<file path="src/logic/icache_cfg_pkg.sv">
`default_nettype none

package icache_cfg_pkg;

	// cache geometry
	localparam int NUM_WAYS = 4;
	localparam int NUM_SETS = 64;
	localparam int INDEX_W = 6;
	localparam int OFFSET_W = 4;
	localparam int TAG_W = 22;
	localparam int WORDS_PER_LINE = 4;
	localparam int LINE_W = 128;

	typedef logic [TAG_W-1:0] tag_t;
	typedef logic [INDEX_W-1:0] index_t;

	// one-hot or empty, bit n is way n
	typedef logic [NUM_WAYS-1:0] way_mask_t;

	// word 0 sits in the low bits
	typedef logic [WORDS_PER_LINE-1:0][LINE_W/WORDS_PER_LINE-1:0] line_t;

	// address as the cache sees it
	typedef struct packed {
		tag_t tag;
		index_t index;
		logic [1:0] word;
		logic [1:0] byte_sel;
	} cache_view_t;

	// address as the read bus sees it
	typedef struct packed {
		logic [TAG_W+INDEX_W-1:0] line;
		logic [OFFSET_W-1:0] byte_in_line;
	} bus_view_t;

	typedef union packed {
		cache_view_t cache;
		bus_view_t bus;
	} fetch_addr_u;

endpackage

`default_nettype wire

</file>
<file path="src/logic/mem_rd_pkg.sv">
`default_nettype none

package mem_rd_pkg;

	// beats per line refill
	localparam int BURST_BEATS = 4;

	// one read data beat
	typedef struct packed {
		logic [31:0] data;
		logic last;
	} r_beat_t;

	// one-hot position of a beat inside the line
	typedef logic [BURST_BEATS-1:0] beat_mask_t;

endpackage

`default_nettype wire

</file>
<file path="src/logic/icache_fetch_ctrl.sv">
`timescale 1ns/1ps
`default_nettype none

module icache_fetch_ctrl
	import icache_cfg_pkg::*;
	import mem_rd_pkg::*;
(
	input wire clk,
	input wire rst,
	input wire fetch_valid,
	input wire fetch_addr_u fetch_addr,
	input wire flush,
	input wire way_mask_t hit_ways,
	input wire line_t [NUM_WAYS-1:0] rd_lines,
	output logic rd_en,
	output index_t rd_index,
	output way_mask_t wr_way,
	output beat_mask_t wr_beat,
	output index_t wr_index,
	output logic [31:0] wr_word,
	output logic refill_done,
	output way_mask_t refill_way,
	output fetch_addr_u refill_addr,
	output logic ar_valid,
	output logic [TAG_W+INDEX_W-1:0] ar_addr,
	input wire ar_ready,
	input wire r_valid,
	input wire r_beat_t r_beat,
	output logic ready,
	output logic [31:0] inst,
	output logic hit
);

	typedef enum logic {st_idle, st_refill} state_t;

	state_t state;
	fetch_addr_u miss_addr;
	way_mask_t rr_ptr;
	way_mask_t victim;
	way_mask_t hit_way_q;
	beat_mask_t beat_pos;
	logic [1:0] word_q;
	logic req_live;
	logic beat_in;

	// the request is still held during its ready cycle
	assign req_live = fetch_valid && !ready;
	assign hit = state == st_idle && req_live && |hit_ways;
	assign ar_valid = state == st_idle && req_live && hit_ways == '0;
	assign ar_addr = fetch_addr.bus.line;

	// data store read on a hit
	assign rd_en = hit;
	assign rd_index = fetch_addr.cache.index;

	// refill writes, one word per beat
	assign beat_in = state == st_refill && r_valid;
	assign wr_way = beat_in ? victim : '0;
	assign wr_beat = beat_in ? beat_pos : '0;
	assign wr_index = miss_addr.cache.index;
	assign wr_word = r_beat.data;
	assign refill_done = beat_in && r_beat.last;
	assign refill_way = victim;
	assign refill_addr = miss_addr;

	always_ff @(posedge clk) begin
		if (rst) begin
			state <= st_idle;
			rr_ptr <= way_mask_t'(1);
			beat_pos <= beat_mask_t'(1);
			ready <= 1'b0;
		end else begin
			// flush cancels the response due next cycle
			ready <= hit && !flush;
			if (ar_valid && ar_ready) begin
				state <= st_refill;
				beat_pos <= beat_mask_t'(1);
			end else if (beat_in) begin
				beat_pos <= {beat_pos[BURST_BEATS-2:0], beat_pos[BURST_BEATS-1]};
				if (r_beat.last) begin
					state <= st_idle;
					// next victim only after a completed refill
					rr_ptr <= {rr_ptr[NUM_WAYS-2:0], rr_ptr[NUM_WAYS-1]};
				end
			end
		end
	end

	always_ff @(posedge clk) begin
		if (ar_valid && ar_ready) begin
			miss_addr <= fetch_addr;
			victim <= rr_ptr;
		end
		if (hit) begin
			hit_way_q <= hit_ways;
			word_q <= fetch_addr.cache.word;
		end
	end

	// word select from the line read one cycle ago
	always_comb begin
		inst = '0;
		for (int w = 0; w < NUM_WAYS; w++) begin
			if (hit_way_q[w]) begin
				inst = rd_lines[w][word_q];
			end
		end
	end

	// memory only sends beats for a request it accepted
	a_rvalid_in_refill: assert property (@(posedge clk) disable iff (rst)
		r_valid |-> state == st_refill);

endmodule

`default_nettype wire

</file>
<file path="config.mk">
export PLATFORM = sky130hd
export DESIGN_NAME = icache_fetch_ctrl
export DESIGN_NICKNAME = d
export VERILOG_FILES = /design/src/logic/icache_cfg_pkg.sv /design/src/logic/mem_rd_pkg.sv /design/src/logic/icache_fetch_ctrl.sv
export SDC_FILE = /design/constraint.sdc
export NUM_CORES = 1
export LEC_CHECK = 0
export ABC_AREA = 1
export BUFFER_PORTS_ARGS = -buffer_cell sky130_fd_sc_hd__buf_2
export CAP_MARGIN = 10
export CORE_AREA = 2 2 288 290
export DETAILED_ROUTE_END_ITERATION = 16
export DIE_AREA = 0 0 290 292
export GPL_ROUTABILITY_DRIVEN = 0
export PLACE_DENSITY = 0.34
export SLEW_MARGIN = 20
export SYNTH_ARGS = -nofsm -noshare
export SYNTH_HDL_FRONTEND = slang
export SYNTH_SLANG_ARGS = --single-unit
</file>
<file path="constraint.sdc">
create_clock -name clk -period 2.6 [get_ports clk]
set_input_delay 0.52 -clock clk [delete_from_list [all_inputs] [get_ports clk]]
set_output_delay 0.52 -clock clk [all_outputs]
set_load 0.01 [all_outputs]
</file>
; Yosys cells after proc, flatten, opt, wreduce, memory -nomap -nowiden
; Index checks and enable logic that the tools add are counted.
[totals]
elab_cells = 45
reg_bits = 52
output_inout_bits = 153
in_bits = 587
[op_classes]
reduce_logical = 17
bitwise = 2
muxes = 17
n_lt_le_gt_ge = 1
[ops]
columns = operator, n
row1 = binary-select mux 32 bit (select 2 bit), 4
row2 = two-way mux 32 bit, 8
row3 = logical AND 1 bit, 8
row4 = two-way mux 4 bit, 2
row5 = logical NOT 4 bit, 1
row6 = nonzero test 2 bit, 2
row7 = OR reduction 4 bit, 1
row8 = < comparator 2 x 3 -> 1 bit (second input constant), 1
row9 = two-way mux 1 bit, 3
row10 = AND reduction 3 bit, 1
row11 = logical NOT 1 bit, 2
row12 = inverter 1 bit, 2
row13 = AND reduction 2 bit, 1
row14 = OR reduction 2 bit, 1

; Longest topological paths before layout
; Gate-level depths: netlist of run 1.
[depth]
depth_word = 7
mapped_depth = 10
ltp_nobuf = 8

; Worst setup path after synthesis of run 1
; No wires, ideal clock.
[synth_path]
kind = input to register
from = input hit_ways[3]
to = register miss_addr, in the netlist refill_addr[0] (enable)
arrival_time_ns = 1.718
required_ns = 2.209
path_buffers = 0
path_slack_ns = 0.491
path_stages = 5
setup_ns = 0.391
path_cell_list = nor2_1 -> nand2_1 -> nor2_1 -> nand2_1 -> inv_1
[synth_via]
elab_chain_cells = 3
[synth_lines]
columns = element, line_no
row1 = from (decl), icache_fetch_ctrl.sv:13  ; input wire way_mask_t hit_ways,
row2 = logical NOT 4 bit, icache_fetch_ctrl.sv:49  ; assign ar_valid = state == st_idle && req_live && hit_ways == '0;
row3 = logical AND 1 bit, icache_fetch_ctrl.sv:49
row4 = via ar_valid, icache_fetch_ctrl.sv:24  ; output logic ar_valid,
row5 = logical AND 1 bit, icache_fetch_ctrl.sv:90  ; if (ar_valid && ar_ready) begin
row6 = to (signal assigned), icache_fetch_ctrl.sv:91  ; miss_addr <= fetch_addr;
row7 = to (decl), icache_fetch_ctrl.sv:37  ; fetch_addr_u miss_addr;
; The timed path passes the listed nets, and every way through them passes these cells.
; A chain may end at the register's enable or synchronous reset.

; Final worst setup path of run 1
[layout_path]
from = register word_q[0]
to = output inst[12]
[layout_via]
elab_chain_cells = 6
word_cells_on_any_way = 12
classes_between = mux (12)
[layout_lines]
columns = element, line_no
row1 = from (decl), icache_fetch_ctrl.sv:42  ; logic [1:0] word_q;
row2 = from (signal assigned), icache_fetch_ctrl.sv:96  ; word_q <= fetch_addr.cache.word;
row3 = binary-select mux 32 bit (select 2 bit), icache_fetch_ctrl.sv:105  ; inst = rd_lines[w][word_q];
row4 = two-way mux 32 bit (not written as such), icache_fetch_ctrl.sv:105
row5 = two-way mux 32 bit (3 in a row), icache_fetch_ctrl.sv:104  ; if (hit_way_q[w]) begin
row6 = two-way mux 32 bit (*), icache_fetch_ctrl.sv:104
row7 = to (decl), icache_fetch_ctrl.sv:30  ; output logic [31:0] inst,
; Mark *: on every way between the ends. The rest lies on a longest branch, timed or not. The select of a mux whose other input is x is not followed.

==> results of run 1 <==
-- cell usage in the layout (no fill, tap or decap), types with 37 or more instances in the layout --
cell type and count:
nor2_1 71, nand3_2 85, buf_6 37, buf_2 653, buf_4 42, o21ai_0 47
edfxtp_1 42, nand3_1 188, inv_1 287, nand2_2 99, nand2_1 469
-- cells in the mapped netlist (all sizes together) --
library cell	number
a21oi	7
o211ai	1
edfxtp	42
nand2	592
o22ai	32
nand3	293
dfxtp	10
nor3	1
nor2	78
inv	306
clkbuf	38
buf	141
o21ai	65
-- through the flow --
step / hold slack, ns / total power (uW)
final: 0.374 / 4330
after global placement: 0.414 / 3000
after CTS: 0.349 / 4250
after detailed placement: 0.425 / 2980
after global routing: 0.357 / 4650
after floorplan: 0.408 / 1910
-- sequential cells by signal, indices dropped and copies added (netlist names) --
name and flops:
word_q 2, rr_ptr 4, refill_addr 32, refill_way 4, beat_pos 4, ready 1
state 1, hit_way_q 4
-- power by group --
part | total, uW | switching [uW] | internal [uW] | leakage, uW
logic | 2640 | 1460 | 1180 | 0.00808
clock network | 767 | 380 | 388 | 0.0000745
registers | 917 | 8.39 | 909 | 0.000463
total | 4330 | 1850 | 2480 | 0.00862
-- worst reg2reg max path: cells and delay by family (launching register included) --
family	cells	cell delay (ns)
flops	1	0.40
simple gates	4	0.52
buf+inv	2	0.46
-- logic make-up (layout without fill, tap and decap cells) --
logic type | after synthesis | in the layout | synth area share [%]
DFF | 52 | 52 | 17.8
other | 0 | 9 | 0
and+or+nand+nor | 964 | 964 | 48.5
buffers and inverters | 485 | 1111 | 26.9
AOI/OAI and AO/OA | 105 | 105 | 6.91
-- metal layers --
metal	track usage, %	share of wire, %
met1	18.6	43
met2	25.9	48
met3	3.45	6.0
met4	4.15	2.5
met5	0	0.10
-- how the worst max path moves through the flow --
stage | start | cells after the start | slack, ns | to
6_report | word_q[0] | 10 | -0.02 | inst[12]
5_1_grt | word_q[0] | 13 | -0.13 | inst[8]
4_1_cts | word_q[0] | 13 | -0.09 | inst[5]
3_5_place_dp | word_q[0] | 9 | 0.002 | inst[12]
3_3_place_gp | word_q[0] | 12 | -0.02 | inst[2]
2_1_floorplan | hit_ways[3] | 5 | 0.49 | refill_addr[0]
-- cell type report --
class                      count  area [sq um]  area share [%]
clock buffer                   7           143           0.922
sequential                    52          1460            9.45
timing repair buffer         797          5530            35.8
antenna                        9          22.5           0.146
clock inverter                 1          6.26          0.0405
tap                         1070          1340            8.66
inverter                     306          1170            7.59
multi-input combinational   1069          5790            37.4
-- repair_timing --
item	CTS	global route
setup endpoints to repair	32	32
hold endpoints to repair	0	0
cloned	19	7
resized for setup	271	149
pin swaps	62	65
buffers inserted	23	7
==> results.ini, run 1 <==
[clock_network]
clkTransAtPathRegs_ns=0.08
cts_max_level=2
hold_buffers=0
clockBufferDepth=2
cts.root.buffer_cell=clkbuf_16
cts_buffers=5
cts_sinks=52
cts_tree=done
clock_latency_ns=0.32

[finish]
nets=2818
n_fill_cell=9592
design_area_sq_um=15500
final_cells=3311
drive_gt1_share_pct=48.0
area_growth_pct=88.0
final_util_pct=19.0

[place]
place_area_sq_um=12700
numPortBuffers=675
dp.cells=3240
dp_hpwl_mm=52.5
place_ws_ns=0.00188

[timing]
rsz0062_at_grt=yes
finalSetupTns_ns=-0.0532
period_minus_slack_ns=2.62
setup_slack_ns=-0.0203
skew_ns=0.00529
fmax_ghz=0.382
final_max_slew_viol_count=0
slew_headroom_pct=60.3
tightest_slew_ns=0.595
setup_viol=6
min_period_over_period_pct=101
hold_violations=0

[worst_setup_path]
cp.buffers_inverters=6
cp-end-kind=output port
rr_startpoint=state
cp.arrival_ns=2.10
ff2ff_path_depth=6
startpoint_type=flip-flop
crit_path_max_fanout=7
r2r-end=refill_addr[28]
worst-setup-path-type=flip-flop to output port
cp.required_ns=2.08
path_cells=buf_6, inv_12, buf_16, buf_16, buf_12, nor2_4, o22ai_4, nand2_2, nand2_2, buf_6
ff2ff_setup_slack_ns=0.89
critPathTopFamily=buffers and inverters
cpMaxStageDelayCell=edfxtp_1
critPathMaxStageDelay_ns=0.42

[global_routing]
grt_pass1_vias=12657
antenna_found_initial=20
track_usage_pct=15.0
grt_pass1_wl_mm=90.6
grt_max_degree=61
grt_remaining_overflow=0

[pwr]
p_leak_uw=0.00862
peakVddDrop_uv=580
powerDensity_nw_per_um2=280

[route]
drc=0
dr.first_iter.drc_count=484
route.vias.total=12494
viasPerCell=3.77
ant_nets=0
drtPass1Iterations=5
routedWlPerCell_um=20.2
totalWireLength_mm=67.0

[floorplanning]
die_width_um=290
fp.dieH_um=292
rows=105
fp.dieArea_sq_um=84700
pin_count=740
core_region_area_sq_um=81600
start_util_pct=10.1

[synthesis]
syn_nets=2193
avgSynthCellArea_sq_um=5.12
yosysTopAreaCellShare_pct=27.0
seq_area_frac_synth_pct=17.8
syn_area_sq_um=8230
netlist_instances=1606
ys_warn_count=0
synth.area.top_cells=nand2_1, nand3_1, edfxtp_1
yosys.area.top_type=nand2_1
ys_seq_elements=52
yosysUniqueCellTypes=18

[run]
maxCapViolCount=0

[run_status]
status=finished with violations
violations=negative setup slack

[min_path]
hold_path_class=primary input to flip-flop
whs_path_depth=1
min_from=fetch_addr[0]
whs_endpoint=refill_addr[0]

No activity file was read; power rests on OpenSTA's default activity.
==> run 2: changes to the inputs <==
--- a/constraint.sdc
+++ b/constraint.sdc
@@ -3,2 +3,2 @@
 set_output_delay 0.52 -clock clk [all_outputs]
-set_load 0.01 [all_outputs]
+set_load 0.02 [all_outputs]
==> results.ini, run 2 (same netlist as run 1, synthesis figures left out) <==
[route]
drc=0
dr.first_iter.drc_count=497
route.vias.total=12221
routedWlPerCell_um=19.4
ant_nets=0
drtPass1Iterations=5
viasPerCell=3.70
totalWireLength_mm=64.2

[place]
numPortBuffers=675
place_ws_ns=-0.00832
dp_hpwl_mm=51.5
dp.cells=3248

[finish]
nets=2808
final_cells=3302
n_fill_cell=9647
area_growth_pct=78.4
final_common_cell=buf_2
drive_gt1_share_pct=43.0
layout_common_cells=buf_2, nand2_1, inv_1, nand3_1, nor2_1
largest_reg_flops=32

[worst_setup_path]
worst-setup-path-type=flip-flop to output port
cp.required_ns=2.08
startpoint_type=flip-flop
cpMaxStageDelayCell=edfxtp_1
crit_path_max_fanout=21
path_cells=buf_12, bufbuf_16, nand2_1, nand3_1, nand3_1, nand3_4, nand2_1, nand2_1, buf_6
cp-end-kind=output port
critPathMaxStageDelay_ns=0.42
cp.arrival_ns=2.13
crit_top_cell=nand2_1

[run]
maxCapViolCount=0

[timing]
hold_violations=0
skew_ns=0.0110
period_minus_slack_ns=2.65
slew_headroom_pct=63.9
fmax_ghz=0.377
setup_slack_ns=-0.0545
tightest_slew_ns=0.542
hold_slack_ns=0.387
min_period_over_period_pct=102
rsz0062_at_grt=yes
final_max_slew_viol_count=0
setup_viol=4

[floorplanning]
core_region_area_sq_um=81600
start_util_pct=10.1
fp.dieArea_sq_um=84700
pin_count=740
fp.dieH_um=292
die_width_um=290
rows=105

[clock_network]
cts_buffers=5
cts_tree=done
cts_max_level=2
clkTransAtPathRegs_ns=0.08
cts.root.buffer_cell=clkbuf_16
clockBufferDepth=2
hold_buffers=0
cts_sinks=52
clock_latency_ns=0.32

[global_routing]
track_usage_pct=14.5
grt_pass1_wl_mm=88.0
grt_remaining_overflow=0
antenna_found_initial=19
grt_pass1_vias=12429
grt_max_degree=33

[pwr]
total_power_uw=4150
p_leak_uw=0.00833
peakVddDrop_uv=224
powerDensity_nw_per_um2=283

[run_status]
status=finished with violations
violations=negative setup slack

[min_path]
hold_path_class=primary input to flip-flop

run 2: path summary, 6_finish.rpt:
check / from / to / slack, ns / cells after the start
worst max-delay path: word_q[0] / inst[1] / -0.05 / 9
worst min-delay path: fetch_addr[1] / refill_addr[1] / 0.39 / 1
worst max register to register: state / refill_addr[20] / 1.05 / 6
worst min register to register: rr_ptr[3] / refill_way[3] / 0.44 / 0
run 2: per-layer routing:
layer,GRT usage (%),vias to the layer above,wire length (um)
li1,-,6081,-
met1,18.2,5564,28100
met4,3.13,8,1230
met3,3.04,53,4080
met2,25.3,515,30700
met5,0,-,46
run 2: layout make-up:
class	count	area (sq um)	share of cell area [%]
antenna	10	25.0	0.171
clock buffer	6	129	0.878
clock inverter	2	15.0	0.102
inverter	306	1180	8.08
multi-input combinational	1069	5290	36.0
sequential	52	1460	9.96
tap	1070	1340	9.12
timing repair buffer	786	5220	35.6
timing repair inverter	1	11.3	0.0768
run 2: what timing repair did:
action                     CTS  global route
cloned                      13             3
buffers inserted            19             1
hold endpoints to repair     0             0
pin swaps                    9             1
gates resized for setup    188           105
setup endpoints to repair   32            32
run 2: power breakdown:
group	total [uW]	switching [uW]	leakage, uW	internal (uW)
clock network	718	356	0.0000714	362
logic	2520	1430	0.00780	1090
registers	917	8.03	0.000463	909
total	4150	1790	0.00833	2360
run 2: critical path, delay by kind of cell (launching register included):
kind	cells	cell delay, ns
AND/OR/NAND/NOR	6	0.75
buffers and inverters	3	0.63
flip-flops	1	0.42
run 2: through the flow:
step / setup TNS, ns / util (%) / instance area [sq um]
floorplan: 0 / - / 8230
global placement: -0.00998 / 15.7 / 12800
detailed placement: -0.00832 / 15.7 / 12800
CTS: -1.64 / 17.4 / 14200
global route: -2.81 / 18.0 / 14700
finish: -0.126 / 18.0 / 14700
==> run 3: changes to the inputs <==
- CORE_AREA: 2 2 288 290 -> 2 2 290 292
- DIE_AREA: 0 0 290 292 -> 0 0 292 294
- clock period: 2.6 -> 2.5 ns (I/O delays scaled with it)
==> results.ini, run 3 (same netlist as run 1, synthesis figures left out) <==
[clock_network]
cts_buffers=5
clkTransAtPathRegs_ns=0.10
cts_sinks=52
cts_tree=done
cts_max_level=2
clockBufferDepth=2
cts.root.buffer_cell=clkbuf_16
clock_latency_ns=0.33

[worst_setup_path]
rr_startpoint=state
worst-setup-path-type=flip-flop to output port
cp-end-kind=output port
startpoint_type=flip-flop
cp.arrival_ns=2.17
crit_path_max_fanout=16
r2r-end=refill_addr[12]
ff2ff_setup_slack_ns=0.55
cp.required_ns=2.00
ff2ff_path_depth=6

[run_status]
violations=negative setup slack
status=finished with violations

[min_path]
whs_endpoint=refill_addr[18]
min_from=fetch_addr[18]
whs_path_depth=1
hold_path_class=primary input to flip-flop

[route]
routedWlPerCell_um=19.3
drtPass1Iterations=4
totalWireLength_mm=63.6
dr.first_iter.drc_count=420
route.vias.total=12111
ant_nets=0
drc=0
viasPerCell=3.68

[timing]
setup_slack_ns=-0.171
skew_ns=0.0184
min_period_over_period_pct=107
tightest_slew_ns=0.605
final_max_slew_viol_count=0
rsz0062_at_grt=yes
slew_headroom_pct=59.6
setup_viol=31
fmax_ghz=0.374
period_minus_slack_ns=2.67
hold_violations=0

[finish]
largest_reg_flops=32
area_growth_pct=73.0
nets=2797
final_common_cell=buf_2
drive_gt1_share_pct=40.5
layout_common_cells=buf_2, nand2_1, inv_1, nand3_1, nor2_1

[floorplanning]
die_width_um=292
start_util_pct=9.92
fp.dieH_um=294
fp.dieArea_sq_um=85800
rows=106
core_region_area_sq_um=82900
pin_count=740

[global_routing]
grt_remaining_overflow=0
grt_max_degree=56
track_usage_pct=14.0
antenna_found_initial=17
grt_pass1_wl_mm=85.7
grt_pass1_vias=12118

[place]
numPortBuffers=675
dp_hpwl_mm=50.3
place_ws_ns=-0.105

[pwr]
p_leak_uw=0.00817
powerDensity_nw_per_um2=308
total_power_uw=4380
peakVddDrop_uv=277

[run]
maxCapViolCount=0

[run 3: worst max path at each step]
stage | from | to | slack, ns | depth (start not counted)
final | word_q[0] | inst[10] | -0.17 | 11
after CTS | word_q[0] | inst[1] | -0.24 | 13
after detailed placement | word_q[0] | inst[31] | -0.10 | 11
after floorplan | hit_ways[3] | refill_addr[0] | 0.25 | 5
after global routing | word_q[0] | inst[11] | -0.30 | 10
after global placement | word_q[0] | inst[31] | -0.12 | 11
[run 3: final cells by class]
class / count / area (sq um)
clock buffer: 6 / 129
timing repair buffer: 774 / 5020
clock inverter: 2 / 38.8
sequential: 52 / 1460
tap: 1080 / 1350
multi-input combinational: 1069 / 5010
fill: 9808 / 68700
timing repair inverter: 2 / 27.5
inverter: 306 / 1170
antenna: 4 / 10.0
[run 3: worst max-delay path, cell delays in order, from the launching register on]
cell	delay, ns
edfxtp_1	0.42
buf_12	0.19
buf_4	0.15
buf_12	0.13
buf_16	0.16
nand2_1	0.06
nand3_1	0.09
nand3_1	0.09
nand3_2	0.14
nand2_1	0.12
nand2_1	0.10
buf_4	0.17
[run 3: report_power, final]
| group | total [uW] | switching (uW) | internal, uW |
|---|---|---|---|
| Combinational | 2520 | 1450 | 1080 |
| Sequential | 953 | 7.21 | 945 |
| Clock | 908 | 427 | 481 |
[run 3: through the flow]
| stage | TNS [ns] | cell area (sq um) | hold slack (ns) | utilization [%] | std cells |
|---|---|---|---|---|---|
| global route | -6.71 | 14200 | 0.329 | 17.2 | 3295 |
| CTS | -4.84 | 13900 | 0.321 | 16.8 | 3284 |
| finish | -2.61 | 14200 | 0.345 | 17.2 | 3295 |
| floorplan | 0 | 8230 | 0.408 | - | 1606 |
| global placement | -0.140 | 12800 | 0.418 | 15.4 | 3247 |
| detailed placement | -0.165 | 12800 | 0.420 | 15.4 | 3247 |
[run 3: repair_timing]
item	in CTS	in global routing
resized for setup	139	64
setup endpoints to repair	32	32
pin swaps	19	2
hold buffers	0	0
endpoints found under the hold margin	0	0
cloned	12	3
buffers inserted	17	4
[run 3: routing by layer]
layer / part of all wire, % / GRT usage [%] / vias to the layer above
met2: 46 / 23.4 / 537
met4: 1.8 / 3.23 / 10
met3: 6.4 / 2.90 / 51
met5: 0.11 / 0 / -
met1: 45 / 18.4 / 5463
li1: - / - / 6050
